[src/rot_pkg.sv]
package rot_pkg;

  // register bus geometry
  localparam int BUS_ADDR_W = 8;
  localparam int BUS_DATA_W = 32;

  // upper address bits pick the peripheral slot
  localparam int SLOT_W = 2;
  // remaining bits are the word offset inside a slot
  localparam int OFF_W = BUS_ADDR_W - SLOT_W;

  // slot map, slots 2 and 3 unmapped
  localparam logic [SLOT_W-1:0] SLOT_ES  = 2'd0;
  localparam logic [SLOT_W-1:0] SLOT_PUF = 2'd1;

  // read value returned by the crossbar for an unmapped slot
  localparam logic [BUS_DATA_W-1:0] BUS_ERR_DATA = 32'hbad0_acc5;

  // entropy source registers
  // ctrl bit0 enable
  localparam logic [OFF_W-1:0] REG_ES_CTRL   = 6'h00;
  // status bit0 word valid, bit1 health failed
  localparam logic [OFF_W-1:0] REG_ES_STATUS = 6'h01;
  // data read pops the held word
  localparam logic [OFF_W-1:0] REG_ES_DATA   = 6'h02;

  // puf registers
  // ctrl bit0 rng_mode, 1 selects the external rng
  localparam logic [OFF_W-1:0] REG_PUF_CTRL = 6'h00;
  // seed write loads the lfsr, read returns its state
  localparam logic [OFF_W-1:0] REG_PUF_SEED = 6'h01;

  // one rng sample is a nibble
  localparam int RNG_W = 4;

  // puf sample generator
  localparam int LFSR_W = 16;
  // galois mask for x^16 + x^14 + x^13 + x^11 + 1, right shifting
  localparam logic [LFSR_W-1:0] PUF_LFSR_TAPS = 16'hb400;
  // never zero, also loaded when a zero seed is written
  localparam logic [LFSR_W-1:0] PUF_SEED_RST = 16'hace1;

  // default repetition count limit for the health test
  localparam int HEALTH_REP_LIMIT_DEF = 6;

endpackage
[src/rot_rng_if.sv]
`timescale 1ns/1ps

// rng sample path between the puf and the entropy source
interface rot_rng_if
  import rot_pkg::*;
();

  // entropy source wants samples
  logic             es_rng_req;
  // puf nibble and its one cycle done strobe
  logic [RNG_W-1:0] rng4bit;
  logic             rng4bit_done;
  // 1 selects the external rng pins
  logic             rng_mode;

  modport source (input es_rng_req, output rng4bit, rng4bit_done, rng_mode);

  modport sink (output es_rng_req, input rng4bit, rng4bit_done, rng_mode);

endinterface

[src/rot_bus_if.sv]
`timescale 1ns/1ps

// one register bus slot between the crossbar and a peripheral
interface rot_bus_if
  import rot_pkg::*;
();

  // request side, one cycle strobe
  logic                  req;
  logic                  we;
  // word offset only, slot already decoded
  logic [OFF_W-1:0]      addr;
  logic [BUS_DATA_W-1:0] wdata;

  // response, one cycle after req
  logic                  ack;
  // zero on writes
  logic [BUS_DATA_W-1:0] rdata;

  // crossbar side
  modport host (output req, we, addr, wdata, input ack, rdata);

  // peripheral side
  modport device (input req, we, addr, wdata, output ack, rdata);

endinterface

[src/rot_top.sv]
`timescale 1ns/1ps

module rot_top
  import rot_pkg::*;
#(
  parameter int HEALTH_REP_LIMIT = HEALTH_REP_LIMIT_DEF
) (
  input  logic                  clk_i,
  input  logic                  rst_i,
  // host register bus
  input  logic                  bus_req_i,
  input  logic                  bus_we_i,
  input  logic [BUS_ADDR_W-1:0] bus_addr_i,
  input  logic [BUS_DATA_W-1:0] bus_wdata_i,
  output logic [BUS_DATA_W-1:0] bus_rdata_o,
  output logic                  bus_ack_o,
  // external rng
  input  logic [RNG_W-1:0]      rng_b_i,
  input  logic                  rng_valid_i,
  output logic                  es_rng_enable_o,
  // interrupts
  output logic                  intr_es_entropy_valid_o,
  output logic                  intr_es_health_test_failed_o
);

  // one bus slot per peripheral
  rot_bus_if es_bus ();
  rot_bus_if puf_bus ();
  // puf to entropy source samples
  rot_rng_if rng ();

  rot_xbar u_xbar (
    .clk_i   (clk_i),
    .rst_i   (rst_i),
    .req_i   (bus_req_i),
    .we_i    (bus_we_i),
    .addr_i  (bus_addr_i),
    .wdata_i (bus_wdata_i),
    .rdata_o (bus_rdata_o),
    .ack_o   (bus_ack_o),
    .es_o    (es_bus),
    .puf_o   (puf_bus)
  );

  rot_entropy_src #(
    .HEALTH_REP_LIMIT(HEALTH_REP_LIMIT)
  ) u_entropy_src (
    .clk_i                (clk_i),
    .rst_i                (rst_i),
    .bus_i                (es_bus),
    .rng_i                (rng),
    .rng_b_i              (rng_b_i),
    .rng_valid_i          (rng_valid_i),
    .rng_enable_o         (es_rng_enable_o),
    .intr_entropy_valid_o (intr_es_entropy_valid_o),
    .intr_health_failed_o (intr_es_health_test_failed_o)
  );

  // also owns rng_mode for the sample mux
  rot_puf u_puf (
    .clk_i (clk_i),
    .rst_i (rst_i),
    .bus_i (puf_bus),
    .rng_o (rng)
  );

endmodule

[src/rot_entropy_src.sv]
`timescale 1ns/1ps

module rot_entropy_src
  import rot_pkg::*;
#(
  parameter int HEALTH_REP_LIMIT = HEALTH_REP_LIMIT_DEF
) (
  input  logic             clk_i,
  input  logic             rst_i,
  rot_bus_if.device        bus_i,
  rot_rng_if.sink          rng_i,
  input  logic [RNG_W-1:0] rng_b_i,
  input  logic             rng_valid_i,
  output logic             rng_enable_o,
  output logic             intr_entropy_valid_o,
  output logic             intr_health_failed_o
);

  // nibbles per word and counter widths
  localparam int NIB_N = BUS_DATA_W / RNG_W;
  localparam int IDX_W = $clog2(NIB_N);
  localparam int CNT_W = $clog2(HEALTH_REP_LIMIT + 1);

  logic                  enable_q;
  logic [RNG_W-1:0]      smp;
  logic                  smp_vld;
  logic                  take;
  logic [IDX_W-1:0]      idx_q;
  logic [BUS_DATA_W-1:0] pack_q;
  logic [BUS_DATA_W-1:0] pack_next;
  logic [BUS_DATA_W-1:0] hold_q;
  logic                  full_q;
  logic [RNG_W-1:0]      prev_q;
  logic [CNT_W-1:0]      rep_q;
  logic [CNT_W-1:0]      rep_next;
  logic                  fail_q;
  logic                  wr_ctrl;
  logic                  rd_data;
  logic                  ack_q;
  logic [BUS_DATA_W-1:0] rdata_q;

  // sample source, same selection as the puf mode mux
  always_comb begin
    if (!rng_i.rng_mode) begin
      smp     = rng_i.rng4bit;
      smp_vld = rng_i.rng4bit_done;
    end else begin
      smp     = rng_b_i;
      smp_vld = rng_valid_i;
    end
  end

  // ask for samples only with room to store them
  assign rng_i.es_rng_req = enable_q && !full_q;
  assign rng_enable_o     = enable_q && !full_q;

  // late samples while a word is held get dropped here
  assign take = smp_vld && enable_q && !full_q;

  assign wr_ctrl = bus_i.req && bus_i.we && (bus_i.addr == REG_ES_CTRL);
  assign rd_data = bus_i.req && !bus_i.we && (bus_i.addr == REG_ES_DATA);

  // low nibble first
  always_comb begin
    pack_next = pack_q;
    pack_next[idx_q*RNG_W +: RNG_W] = smp;
  end

  // repeat count, no previous sample while the count is zero
  always_comb begin
    if ((rep_q != '0) && (smp == prev_q)) begin
      rep_next = (rep_q == CNT_W'(HEALTH_REP_LIMIT)) ? rep_q : rep_q + 1'b1;
    end else begin
      rep_next = CNT_W'(1);
    end
  end

  always_ff @(posedge clk_i) begin
    if (rst_i) begin
      enable_q <= 1'b0;
      idx_q    <= '0;
      full_q   <= 1'b0;
      rep_q    <= '0;
      fail_q   <= 1'b0;
      ack_q    <= 1'b0;
    end else begin
      ack_q <= bus_i.req;
      if (wr_ctrl) begin
        enable_q <= bus_i.wdata[0];
      end
      // data read frees the holding word
      if (rd_data) begin
        full_q <= 1'b0;
      end
      // disabled source drops its partial word
      if (!enable_q) begin
        idx_q <= '0;
      end else if (take) begin
        idx_q <= idx_q + 1'b1;
        if (idx_q == IDX_W'(NIB_N - 1)) begin
          full_q <= 1'b1;
        end
      end
      // ctrl write restarts the health test
      if (wr_ctrl) begin
        rep_q  <= '0;
        fail_q <= 1'b0;
      end else if (take) begin
        rep_q <= rep_next;
        if (rep_next == CNT_W'(HEALTH_REP_LIMIT)) begin
          fail_q <= 1'b1;
        end
      end
    end
  end

  // sample payload
  always_ff @(posedge clk_i) begin
    if (take) begin
      pack_q <= pack_next;
      prev_q <= smp;
      if (idx_q == IDX_W'(NIB_N - 1)) begin
        hold_q <= pack_next;
      end
    end
  end

  // register reads
  always_ff @(posedge clk_i) begin
    if (bus_i.req) begin
      if (bus_i.we) begin
        rdata_q <= '0;
      end else begin
        case (bus_i.addr)
          REG_ES_CTRL:   rdata_q <= {{(BUS_DATA_W-1){1'b0}}, enable_q};
          REG_ES_STATUS: rdata_q <= {{(BUS_DATA_W-2){1'b0}}, fail_q, full_q};
          REG_ES_DATA:   rdata_q <= hold_q;
          default:       rdata_q <= '0;
        endcase
      end
    end
  end

  assign bus_i.ack   = ack_q;
  assign bus_i.rdata = rdata_q;

  // level interrupts
  assign intr_entropy_valid_o = full_q;
  assign intr_health_failed_o = fail_q;

endmodule

[src/rot_puf.sv]
`timescale 1ns/1ps

module rot_puf
  import rot_pkg::*;
(
  input  logic       clk_i,
  input  logic       rst_i,
  rot_bus_if.device  bus_i,
  rot_rng_if.source  rng_o
);

  logic                  mode_q;
  logic [LFSR_W-1:0]     lfsr_q;
  logic [LFSR_W-1:0]     lfsr_step;
  logic [LFSR_W-1:0]     seed_val;
  logic                  step;
  logic                  wr_ctrl;
  logic                  wr_seed;
  logic                  done_q;
  logic [RNG_W-1:0]      nibble_q;
  logic                  ack_q;
  logic [BUS_DATA_W-1:0] rdata_q;

  // galois step, shift right and fold the taps on a set lsb
  assign lfsr_step = {1'b0, lfsr_q[LFSR_W-1:1]} ^ (lfsr_q[0] ? PUF_LFSR_TAPS : '0);

  // zero would lock up the lfsr
  assign seed_val = (bus_i.wdata[LFSR_W-1:0] == '0) ? PUF_SEED_RST
                                                    : bus_i.wdata[LFSR_W-1:0];

  // only step while the puf feeds the entropy source
  assign step = rng_o.es_rng_req && !mode_q;

  assign wr_ctrl = bus_i.req && bus_i.we && (bus_i.addr == REG_PUF_CTRL);
  assign wr_seed = bus_i.req && bus_i.we && (bus_i.addr == REG_PUF_SEED);

  always_ff @(posedge clk_i) begin
    if (rst_i) begin
      // external rng after reset
      mode_q <= 1'b1;
      lfsr_q <= PUF_SEED_RST;
      done_q <= 1'b0;
      ack_q  <= 1'b0;
    end else begin
      ack_q  <= bus_i.req;
      done_q <= step;
      if (wr_ctrl) begin
        mode_q <= bus_i.wdata[0];
      end
      // seed load wins over a step
      if (wr_seed) begin
        lfsr_q <= seed_val;
      end else if (step) begin
        lfsr_q <= lfsr_step;
      end
    end
  end

  // sample is the low nibble of the new state
  always_ff @(posedge clk_i) begin
    if (step) begin
      nibble_q <= lfsr_step[RNG_W-1:0];
    end
  end

  // register read back
  always_ff @(posedge clk_i) begin
    if (bus_i.req) begin
      if (bus_i.we) begin
        rdata_q <= '0;
      end else begin
        case (bus_i.addr)
          REG_PUF_CTRL: rdata_q <= {{(BUS_DATA_W-1){1'b0}}, mode_q};
          REG_PUF_SEED: rdata_q <= {{(BUS_DATA_W-LFSR_W){1'b0}}, lfsr_q};
          default:      rdata_q <= '0;
        endcase
      end
    end
  end

  assign bus_i.ack   = ack_q;
  assign bus_i.rdata = rdata_q;

  assign rng_o.rng4bit      = nibble_q;
  assign rng_o.rng4bit_done = done_q;
  assign rng_o.rng_mode     = mode_q;

endmodule

[src/rot_xbar.sv]
`timescale 1ns/1ps

module rot_xbar
  import rot_pkg::*;
(
  input  logic                  clk_i,
  input  logic                  rst_i,
  input  logic                  req_i,
  input  logic                  we_i,
  input  logic [BUS_ADDR_W-1:0] addr_i,
  input  logic [BUS_DATA_W-1:0] wdata_i,
  output logic [BUS_DATA_W-1:0] rdata_o,
  output logic                  ack_o,
  rot_bus_if.host               es_o,
  rot_bus_if.host               puf_o
);

  logic [SLOT_W-1:0]     slot;
  logic [OFF_W-1:0]      offset;
  logic                  hit_es;
  logic                  hit_puf;
  logic                  err_ack_q;
  logic [BUS_DATA_W-1:0] err_rdata_q;

  // address split into slot and word offset
  assign slot   = addr_i[BUS_ADDR_W-1 -: SLOT_W];
  assign offset = addr_i[OFF_W-1:0];
  assign hit_es  = (slot == SLOT_ES);
  assign hit_puf = (slot == SLOT_PUF);

  // strobe only to the addressed slot
  assign es_o.req   = req_i && hit_es;
  assign es_o.we    = we_i;
  assign es_o.addr  = offset;
  assign es_o.wdata = wdata_i;

  assign puf_o.req   = req_i && hit_puf;
  assign puf_o.we    = we_i;
  assign puf_o.addr  = offset;
  assign puf_o.wdata = wdata_i;

  // unmapped slot, answer locally one cycle later
  always_ff @(posedge clk_i) begin
    if (rst_i) begin
      err_ack_q <= 1'b0;
    end else begin
      err_ack_q <= req_i && !hit_es && !hit_puf;
    end
  end

  // error data only for reads
  always_ff @(posedge clk_i) begin
    if (req_i) begin
      err_rdata_q <= we_i ? '0 : BUS_ERR_DATA;
    end
  end

  // one request outstanding, so at most one ack at a time
  assign ack_o = es_o.ack | puf_o.ack | err_ack_q;

  // response mux, zero when idle
  always_comb begin
    if (es_o.ack) begin
      rdata_o = es_o.rdata;
    end else if (puf_o.ack) begin
      rdata_o = puf_o.rdata;
    end else if (err_ack_q) begin
      rdata_o = err_rdata_q;
    end else begin
      rdata_o = '0;
    end
  end

endmodule

[config.mk]
export PLATFORM = sky130hd
export DESIGN_NAME = rot_top
export DESIGN_NICKNAME = d
export VERILOG_FILES = /design/src/rot_pkg.sv /design/src/rot_rng_if.sv /design/src/rot_bus_if.sv /design/src/rot_top.sv /design/src/rot_entropy_src.sv /design/src/rot_puf.sv /design/src/rot_xbar.sv
export SDC_FILE = /design/constraint.sdc
export NUM_CORES = 1
export LEC_CHECK = 0
export ABC_AREA = 1
export BUFFER_PORTS_ARGS = -buffer_cell sky130_fd_sc_hd__buf_4
export CAP_MARGIN = 20
export CORE_MARGIN = 5
export CORE_UTILIZATION = 39
export CTS_BUF_LIST = sky130_fd_sc_hd__clkbuf_4 sky130_fd_sc_hd__clkbuf_8 sky130_fd_sc_hd__clkbuf_16
export CTS_CLUSTER_SIZE = 25
export DETAILED_ROUTE_END_ITERATION = 8
export GPL_ROUTABILITY_DRIVEN = 0
export PLACE_DENSITY = 0.67
export SYNTH_ARGS = -nofsm -noshare
export SYNTH_HDL_FRONTEND = slang
export SYNTH_SLANG_ARGS = --single-unit
[constraint.sdc]
create_clock -name clk_i -period 7.46 [get_ports clk_i]
set_input_delay 0.373 -clock clk_i [delete_from_list [all_inputs] [get_ports clk_i]]
set_output_delay 0.373 -clock clk_i [all_outputs]
set_load 0.005 [all_outputs]
==> summary.md, run 1 <==
| Metric | Value |
|---|---|
| Run status | finished, final reports clean |
| Maximum frequency from static timing analysis | 378 MHz |
| Post-route clock skew | 0.0118 ns |
| Number of input and output port buffers inserted | 68 |
| PnR worst setup slack | 4.82 ns |
| Worst Hold Slack | 0.171 ns |
| TritonCTS sink count | 151 |
| Sum of net half-perimeters after detailed placement | 9170 µm |
| Mapped Cells | 657 |
| Average wire length per cell after detail routing | 13.9 µm |
| Antenna Diode Count | 0 |
| Final instance area | 7940 µm² |
| Period minus WS final | 2.64 ns |
| Antenna-violating nets left | 0 |
| Post-CTS setup buffer count | 0 |
| Overall die width | 140 µm |
| Final Hold Violating Endpoints | 0 |
| Count of distinct cell types in the synthesized netlist | 41 |
| Overall Global Routing Usage | 13.9% |
| Clk pin slew, worst setup/hold paths | 0.06 ns |
| Fraction of final layout cells with drive strength greater than 1 | 17.8% |
| Cell chain of the critical path | buf_4, inv_1, nand4_1, nand3_1, buf_4 |
| TritonCTS clock tree | done |
| Initial standard-cell utilization of the core | 39.9% |
| Detail-routed via count per cell | 4.75 |
| Most used cells in the layout excluding fill and tap cells | 124 x sky130_fd_sc_hd__nand2_1, 121 x sky130_fd_sc_hd__edfxtp_1, 107 x sky130_fd_sc_hd__inv_1 |
| Global-route track usage on met1 | 16.9% |
| DRC violation count after routing | 0 |
| Standard-cell rows | 47 |
| Largest area contributor in the synthesized netlist | sky130_fd_sc_hd__edfxtp_1 |
| Critical path class | reg2out |
| Final max-slew violation count | 0 |
| Post-layout nets | 786 |
| Global routing usage on met3 | 3.34% |
| Delay contributed by the slowest stage of the critical path | 0.64 ns |
| Post-synth ARST share | 0% |
| Core box area | 16600 µm² |
| Setup_tns | 0 ns |
| Syn Nets | 714 |
| Clock latency of the later-clocked register in the worst-skew pair | 0.43 ns |
| Area share of the leading cell type in the synthesized netlist | 55.0% |
| Leftover overflow at the end of global routing | 0 |
| Via count of the first global-routing pass | 4324 |
| Leakage power figure | 3.34 nW |
| First-pass iteration count of the detailed router | 5 |
| Total power density per cell area | 230 nW/µm² |
| Data required time of the critical path | 7.09 ns |
| Layer carrying the most global-route usage | met2 |
| Place WS | 4.98 ns |
| Maximum vdd ir drop | 0.159 mV |
| Most frequent cell on the critical path | sky130_fd_sc_hd__buf_4 |
| Number of enable-type register cells in the synthesized netlist | 121 |
| Final setup violation count | 0 |
| Worst-Margin Slew | 0.989 ns |
| Part of the Yosys area used for sequential elements | 64.1% |
| Num CTS Buffers | 17 |
| Setup repair after global routing missed its margin | no |
| Global routing met2 resource utilization | 23.7% |
| Clock tree root driver cell | sky130_fd_sc_hd__clkbuf_16 |
| Post-route fraction of the period consumed by the critical path | 35.4% |
| Relative area change from synthesis to final layout | 20.1% |
| Die extent in y | 140 µm |
| Crit start category | flop |
| Number of max-cap violations | 0 |
| Buffer levels on the longest clock path | 2 |
| Syn avg cell area | 10.1 µm² |
| Leading cell types by total area after synthesis | sky130_fd_sc_hd__edfxtp_1 55%, sky130_fd_sc_hd__dfxtp_1 9.1%, sky130_fd_sc_hd__nand2_1 7.0% |
| Flop and latch count out of synthesis | 151 |
| Global-route wire length before repair | 21500 µm |
| Data arrival time of the worst path | 2.27 ns |
| Max H-tree Level | 4 |
| Max transition margin | 33.8% |
| Highest fanout seen on the critical path | 34 |
| Sort of element at the end of the critical path | primary output |
| Pin count of the biggest net entering global routing | 45 |
| Slowest-stage cell, CP | sky130_fd_sc_hd__nand4_1 |
| Number of buffers added to fix hold violations after cts | 0 |
| Most common cell after layout, fill and taps aside | sky130_fd_sc_hd__nand2_1 |
| Io pins | 85 |
| Post-CTS sizing | 0 |
| Die area | 19700 µm² |
| Cell Area, Synth | 6610 µm² |
| Warnings, synthesis | 0 |
| Total number of vias | 4573 |
| Initial detailed-routing violation count | 342 |
| WL final | 13300 µm |
| Antenna violations before repair | 0 |
| Post-DP Area | 7330 µm² |
| Commonest register cell after synthesis | sky130_fd_sc_hd__edfxtp_1 |
| Path class of the lowest-slack min-delay path | in2reg |
## logic make-up after synthesis
group	Yosys count	share of synthesized area, %
AO/OA/AOI/OAI	105	9.48
XOR/XNOR	3	0.398
adder cells (fa/ha/maj)	8	1.51
buffers and inverters	133	7.91
flip-flops	151	64.1
AND/OR/NAND/NOR	257	16.6
## flip-flops by register name (all words and copies together), names as in the netlist
register and cells:
u_puf.bus_i.rdata 16, u_entropy_src.hold_q 32, u_puf.bus_i.ack 1, u_xbar.err_rdata_q 1
u_entropy_src.idx_q 3, u_entropy_src.bus_i.ack 1, u_entropy_src.bus_i.rdata 32, u_puf.rng_o.rng_mode 1
u_entropy_src.enable_q 1, u_puf.rng_o.rng4bit 4, u_xbar.err_ack_q 1, u_entropy_src.rep_q 3
u_entropy_src.intr_health_failed_o 1, u_puf.lfsr_q 16, u_entropy_src.intr_entropy_valid_o 1, u_puf.rng_o.rng4bit_done 1
u_entropy_src.prev_q 4, u_entropy_src.pack_q 32
## cells in the mapped netlist, types with 2 or more instances
cell type                  instances
sky130_fd_sc_hd__dfxtp_1          30
sky130_fd_sc_hd__nor3_1            4
sky130_fd_sc_hd__o211ai_1          6
sky130_fd_sc_hd__nand4_1           5
sky130_fd_sc_hd__nand3b_1          2
sky130_fd_sc_hd__ha_1              8
sky130_fd_sc_hd__a31oi_1           7
sky130_fd_sc_hd__clkbuf_1          9
sky130_fd_sc_hd__nor3_2            2
sky130_fd_sc_hd__nand4_2           2
sky130_fd_sc_hd__a21oi_1          19
sky130_fd_sc_hd__inv_2             7
sky130_fd_sc_hd__o221ai_1          3
sky130_fd_sc_hd__nand2_2           3
sky130_fd_sc_hd__edfxtp_1        121
sky130_fd_sc_hd__a22o_1            8
sky130_fd_sc_hd__nand2_1         124
sky130_fd_sc_hd__nor2_2            8
sky130_fd_sc_hd__buf_2             7
sky130_fd_sc_hd__o21ai_0          37
sky130_fd_sc_hd__nor2_1           85
sky130_fd_sc_hd__nand3_1          17
sky130_fd_sc_hd__inv_1           107
sky130_fd_sc_hd__buf_4             2
sky130_fd_sc_hd__o21ai_1          17
sky130_fd_sc_hd__xnor2_1           2
## layer usage
| metal | part of all wire [%] | routed length, µm |
|---|---|---|
| met5 | 0 | 0 |
| met4 | 2.1 | 280 |
| met3 | 5.0 | 662 |
| met2 | 51 | 6740 |
| met1 | 42 | 5650 |
## final timing paths
| check | start | endpoint | slack (ns) | cells past startpoint |
|---|---|---|---|---|
| max | u_entropy_src.bus_i.ack$_SDFF_PP0_ | bus_rdata_o[2] | 4.82 | 5 |
| min | bus_req_i | u_xbar.err_rdata_q[29]$_DFFE_PP_ | 0.17 | 1 |
| max reg2reg | u_puf.rng_o.rng_mode$_SDFFE_PP1P_ | u_entropy_src.hold_q[20]$_DFFE_PP_ | 4.98 | 6 |
| min reg2reg | u_puf.lfsr_q[8]$_SDFFE_PP0P_ | u_puf.lfsr_q[8]$_SDFFE_PP0P_ | 0.47 | 2 |
## stage by stage
| stage | util (%) | total power, mW | std cells |
|---|---|---|---|
| finish | 47.9 | 1.83 | 962 |
| global route | 47.9 | 1.88 | 962 |
| CTS | 47.8 | 1.84 | 961 |
| detailed placement | 44.2 | 0.987 | 929 |
| global placement | 44.2 | 0.986 | 929 |
| floorplan | - | 0.953 | 657 |
## layout make-up
type | instances | area (µm²)
clock inverters | 13 | 155
well taps | 220 | 275
flip-flops and latches | 151 | 4230
multi-input cells | 373 | 1860
repair buffers | 72 | 548
clock buffers | 19 | 440
inverters | 114 | 428
fillers | 1516 | 8640
## where the power goes
part / total [mW] / internal [mW] / leakage [nW] / switching [mW]
registers: 0.911 / 0.909 / 1.34 / 0.00236
clock network: 0.858 / 0.531 / 0.290 / 0.327
logic: 0.0576 / 0.0267 / 1.71 / 0.0309
total: 1.83 / 1.47 / 3.34 / 0.360
## worst max-delay path, delay by kind of cell (launching register included)
family	cells	cell delay, ns
and+or+nand+nor	2	1.03
DFF	1	0.30
buffers and inverters	3	0.50
No activity file was read; power rests on OpenSTA's default activity.
==> run 2: changes to the inputs <==
--- a/config.mk
+++ b/config.mk
@@ -5,7 +5,7 @@
 export SDC_FILE = /design/constraint.sdc
 export NUM_CORES = 1
 export LEC_CHECK = 0
-export ABC_AREA = 1
+export ABC_AREA = 0
 export BUFFER_PORTS_ARGS = -buffer_cell sky130_fd_sc_hd__buf_4
 export CAP_MARGIN = 20
 export CORE_MARGIN = 5
==> constraint.sdc (replaced) <==
create_clock -name clk_i -period 2.5 [get_ports clk_i]
set_input_delay 0.125 -clock clk_i [delete_from_list [all_inputs] [get_ports clk_i]]
set_output_delay 0.125 -clock clk_i [all_outputs]
set_load 0.005 [all_outputs]
==> summary.md, run 2 <==
| Metric | Value |
|---|---|
| Combinational family with the most area after synthesis | simple AND/OR/NAND/NOR gates |
| Initial detailed-routing violation count | 288 (-16%) |
| Final Hold Violating Endpoints | 0 (unchanged) |
| Post-route clock skew | 0.0110 ns (-0.000814 ns) |
| Sort of element at the end of the critical path | flop |
| Io pins | 85 (unchanged) |
| Core box area | 16400 µm² (-1.1%) |
| Antenna violations before repair | 0 (unchanged) |
| Period minus WS final | 2.35 ns |
| Clk pin slew, worst setup/hold paths | 0.06 ns (about the same) |
| Initial standard-cell utilization of the core | 39.4% (-0.49 points) |
| Post-synthesis simple-gate area fraction | 15.0% (-1.6 points) |
| Via count of the first global-routing pass | 4110 (-4.9%) |
| Beginning of the worst register-to-register path | u_entropy_src.idx_q[0]$_SDFFE_PP0P_ |
| PnR worst setup slack | 0.150 ns (-4.67 ns) |
| First-pass iteration count of the detailed router | 4 (-1) |
| Path class of the lowest-slack min-delay path | in2reg |
| Antenna Diode Count | 0 (unchanged) |
| Launch point of the worst hold path | bus_addr_i[6] |
| Max H-tree Level | 4 (unchanged) |
| Most common cell after layout, fill and taps aside | sky130_fd_sc_hd__edfxtp_1 |
| Setup repair after global routing missed its margin | no |
| Maximum frequency from static timing analysis | 425 MHz |
| Pin count of the biggest net entering global routing | 44 (-2.2%) |
| DRC violation count after routing | 0 (unchanged) |
| Data arrival time of the worst path | 2.51 ns (+0.24 ns) |
| Post-DP Area | 7240 µm² (-1.2%) |
| Library cell with the highest instance count after synthesis | sky130_fd_sc_hd__edfxtp_1 |
| Number of input and output port buffers inserted | 68 (unchanged) |
| Total net switching power | 1.05 mW (+190%) |
| Overall Global Routing Usage | 14.0% (+0.15 points) |
| Clock tree root driver cell | sky130_fd_sc_hd__clkbuf_16 |
| Switch share | 18.7% (-1.1 points) |
| Mapped Cells | 489 (-26%) |
| Setup_tns | 0 ns (unchanged) |
| Syn avg cell area | 13.2 µm² (+31%) |
| Standard-cell rows | 47 (unchanged) |
| Max transition margin | 44.1% (+10 points) |
| Clock Power Share | 49.2% (+2.2 points) |
| Warnings, synthesis | 0 (unchanged) |
| Largest area contributor in the synthesized netlist | sky130_fd_sc_hd__edfxtp_1 |
| Post-route non-filler standard cell count | 799 (-17%) |
| Area share of the leading cell type in the synthesized netlist | 56.2% (+1.3 points) |
| Final max-slew violation count | 0 (unchanged) |
| Adder-cell area share of the yosys netlist | 1.55% (+0.035 points) |
| Sum of net half-perimeters after detailed placement | 9080 µm (-0.93%) |
| Leftover overflow at the end of global routing | 0 (unchanged) |
| Clock latency of the later-clocked register in the worst-skew pair | 0.41 ns (-0.02 ns) |
| Crit start category | flop |
| Total internal power | 4.58 mW (+210%) |
| Worst-Margin Slew | 0.838 ns (-0.151 ns) |
| Final instance area | 7930 µm² (-0.11%) |
| Sequential Power Share | 48.0% (-1.9 points) |
| Post-synth top cells | 121 x sky130_fd_sc_hd__edfxtp_1, 54 x sky130_fd_sc_hd__and2_1, 42 x sky130_fd_sc_hd__nand2_1, 32 x sky130_fd_sc_hd__nor2_1, 30 x sky130_fd_sc_hd__dfxtp_1 |
| Syn Nets | 546 (-24%) |
| Number of max-cap violations | 0 (unchanged) |
| Most used cells in the layout excluding fill and tap cells | 121 x sky130_fd_sc_hd__edfxtp_1, 80 x sky130_fd_sc_hd__buf_4, 53 x sky130_fd_sc_hd__and2_1 |
| Part of the Yosys area used for sequential elements | 65.5% (+1.5 points) |
| Leakage power figure | 2.83 nW (-15%) |
| Total power density per cell area | 711 nW/µm² (+210%) |
| Buffer levels on the longest clock path | 2 (unchanged) |
| Overall die width | 139 µm (-1.1%) |
| Place WS | 0.175 ns (-4.81 ns) |
| Fraction of the mapped netlist area in compound gates | 7.67% (-1.8 points) |
| Count of distinct cell types in the synthesized netlist | 48 (+17%) |
| Multiplexer fraction of the synthesized cell area | 6.59% (+6.6 points) |
| TritonCTS clock tree | done |
| WL final | 13400 µm (+0.15%) |
| Antenna-violating nets left | 0 (unchanged) |
| Post-synth ARST share | 0% (unchanged) |
| Post-route fraction of the period consumed by the critical path | 94.0% |
| Part of the total power dissipated in combinational logic | 2.7% (-0.5 points) |
| Critical path class | reg2reg |
| Xor/xnor cell area share of the yosys netlist | 1.08% (+0.69 points) |
| TritonCTS sink count | 151 (unchanged) |
| Average wire length per cell after detail routing | 16.7 µm (+21%) |
| Fraction of final layout cells with drive strength greater than 1 | 26.3% (+8.5 points) |
| Post-layout nets | 623 (-21%) |
| Die area | 19200 µm² (-2.1%) |
| Flop and latch count out of synthesis | 151 (unchanged) |
| Total number of vias | 4051 (-11%) |
| Number of enable-type register cells in the synthesized netlist | 121 (unchanged) |
| Cell Area, Synth | 6460 µm² (-2.3%) |
| Num CTS Buffers | 17 (unchanged) |
| Run status | finished, final reports clean |
| Relative area change from synthesis to final layout | 22.8% |
| Data required time of the critical path | 2.66 ns (-4.43 ns) |
| Detail-routed via count per cell | 5.07 (+6.7%) |
| Total placed cells including tap cells | 763 (-18%) |
| CP startpoint | u_entropy_src.idx_q[0]$_SDFFE_PP0P_ |
| Final setup violation count | 0 (unchanged) |
| Maximum vdd ir drop | 0.480 mV (+200%) |
| Global-route wire length before repair | 21300 µm (-0.90%) |
| Commonest register cell after synthesis | sky130_fd_sc_hd__edfxtp_1 |
| Filler cell count | 1400 (-7.7%) |
| Die extent in y | 139 µm (-1.1%) |
| Leading cell types by total area after synthesis | sky130_fd_sc_hd__edfxtp_1 56%, sky130_fd_sc_hd__dfxtp_1 9.3%, sky130_fd_sc_hd__and2_1 5.2% |
| Highest fanout seen on the critical path | 7 (-79%) |
run 2: layout make-up:
type	instances	area [µm²]	area share, %
Inverter	14	52.6	0.663
Clock inverter	13	204	2.57
Multi-Input combinational cell	298	2080	26.2
Clock buffer	19	447	5.63
Sequential cell	151	4230	53.4
Timing Repair Buffer	84	641	8.08
Tap cell	220	275	3.47
run 2: timing repair:
item,4_1_cts,5_1_grt
resized for setup,0,0
hold endpoints to repair,5,0
buffers inserted,0,0
hold buffers,4,0
run 2: through the flow:
step | util, % | hold slack, ns | power, mW
global route | 48.3 | 0.00902 | 5.80
detailed placement | 44.1 | 0.353 | 2.91
global placement | 44.1 | 0.351 | 2.91
floorplan | - | 0.197 | 2.82
finish | 48.3 | 0.0108 | 5.63
CTS | 48.3 | 0.000380 | 5.68
run 2: worst paths after layout:
check / slack (ns) / to / cells after the start
worst min register to register: 0.51 / u_puf.lfsr_q[4]$_SDFFE_PP0P_ / 2
worst max-delay path: 0.15 / u_entropy_src.pack_q[25]$_DFFE_PP_ / 5
worst max register to register: 0.15 / u_entropy_src.pack_q[25]$_DFFE_PP_ / 5
worst min-delay path: 0.01 / u_entropy_src.bus_i.ack$_SDFF_PP0_ / 3
run 2: routing by layer:
layer / share of wire, % / global-route usage, %
met5: 0 / 0
met4: 1.2 / 4.63
met3: 3.6 / 3.72
met2: 54 / 24.8
met1: 42 / 16.6
run 2: kinds of logic (layout without fill, tap and decap cells):
| kind of cell | count (synthesis) | after routing |
|---|---|---|
| flops | 151 | 151 |
| compound gates | 63 | 63 |
| mux | 39 | 39 |
| xor+xnor | 8 | 8 |
| simple gates | 180 | 180 |
| buf+inv | 40 | 130 |
| fa+ha+maj | 8 | 8 |
run 2: power by group through the flow:
stage | clock (mW) | combinational [mW] | sequential (mW)
5_1_grt | 2.93 | 0.169 | 2.71
2_1_floorplan | 0 | 0.0633 | 2.76
3_3_place_gp | 0 | 0.148 | 2.76
6_report | 2.77 | 0.155 | 2.71
4_1_cts | 2.82 | 0.158 | 2.71
3_5_place_dp | 0 | 0.152 | 2.76
run 2: critical path: stages (launching register included):
cell	delay (ns)
sky130_fd_sc_hd__dfxtp_1	0.47
sky130_fd_sc_hd__inv_1	0.11
sky130_fd_sc_hd__ha_1	0.23
sky130_fd_sc_hd__ha_1	0.33
sky130_fd_sc_hd__or4_1	0.64
sky130_fd_sc_hd__mux2_2	0.33
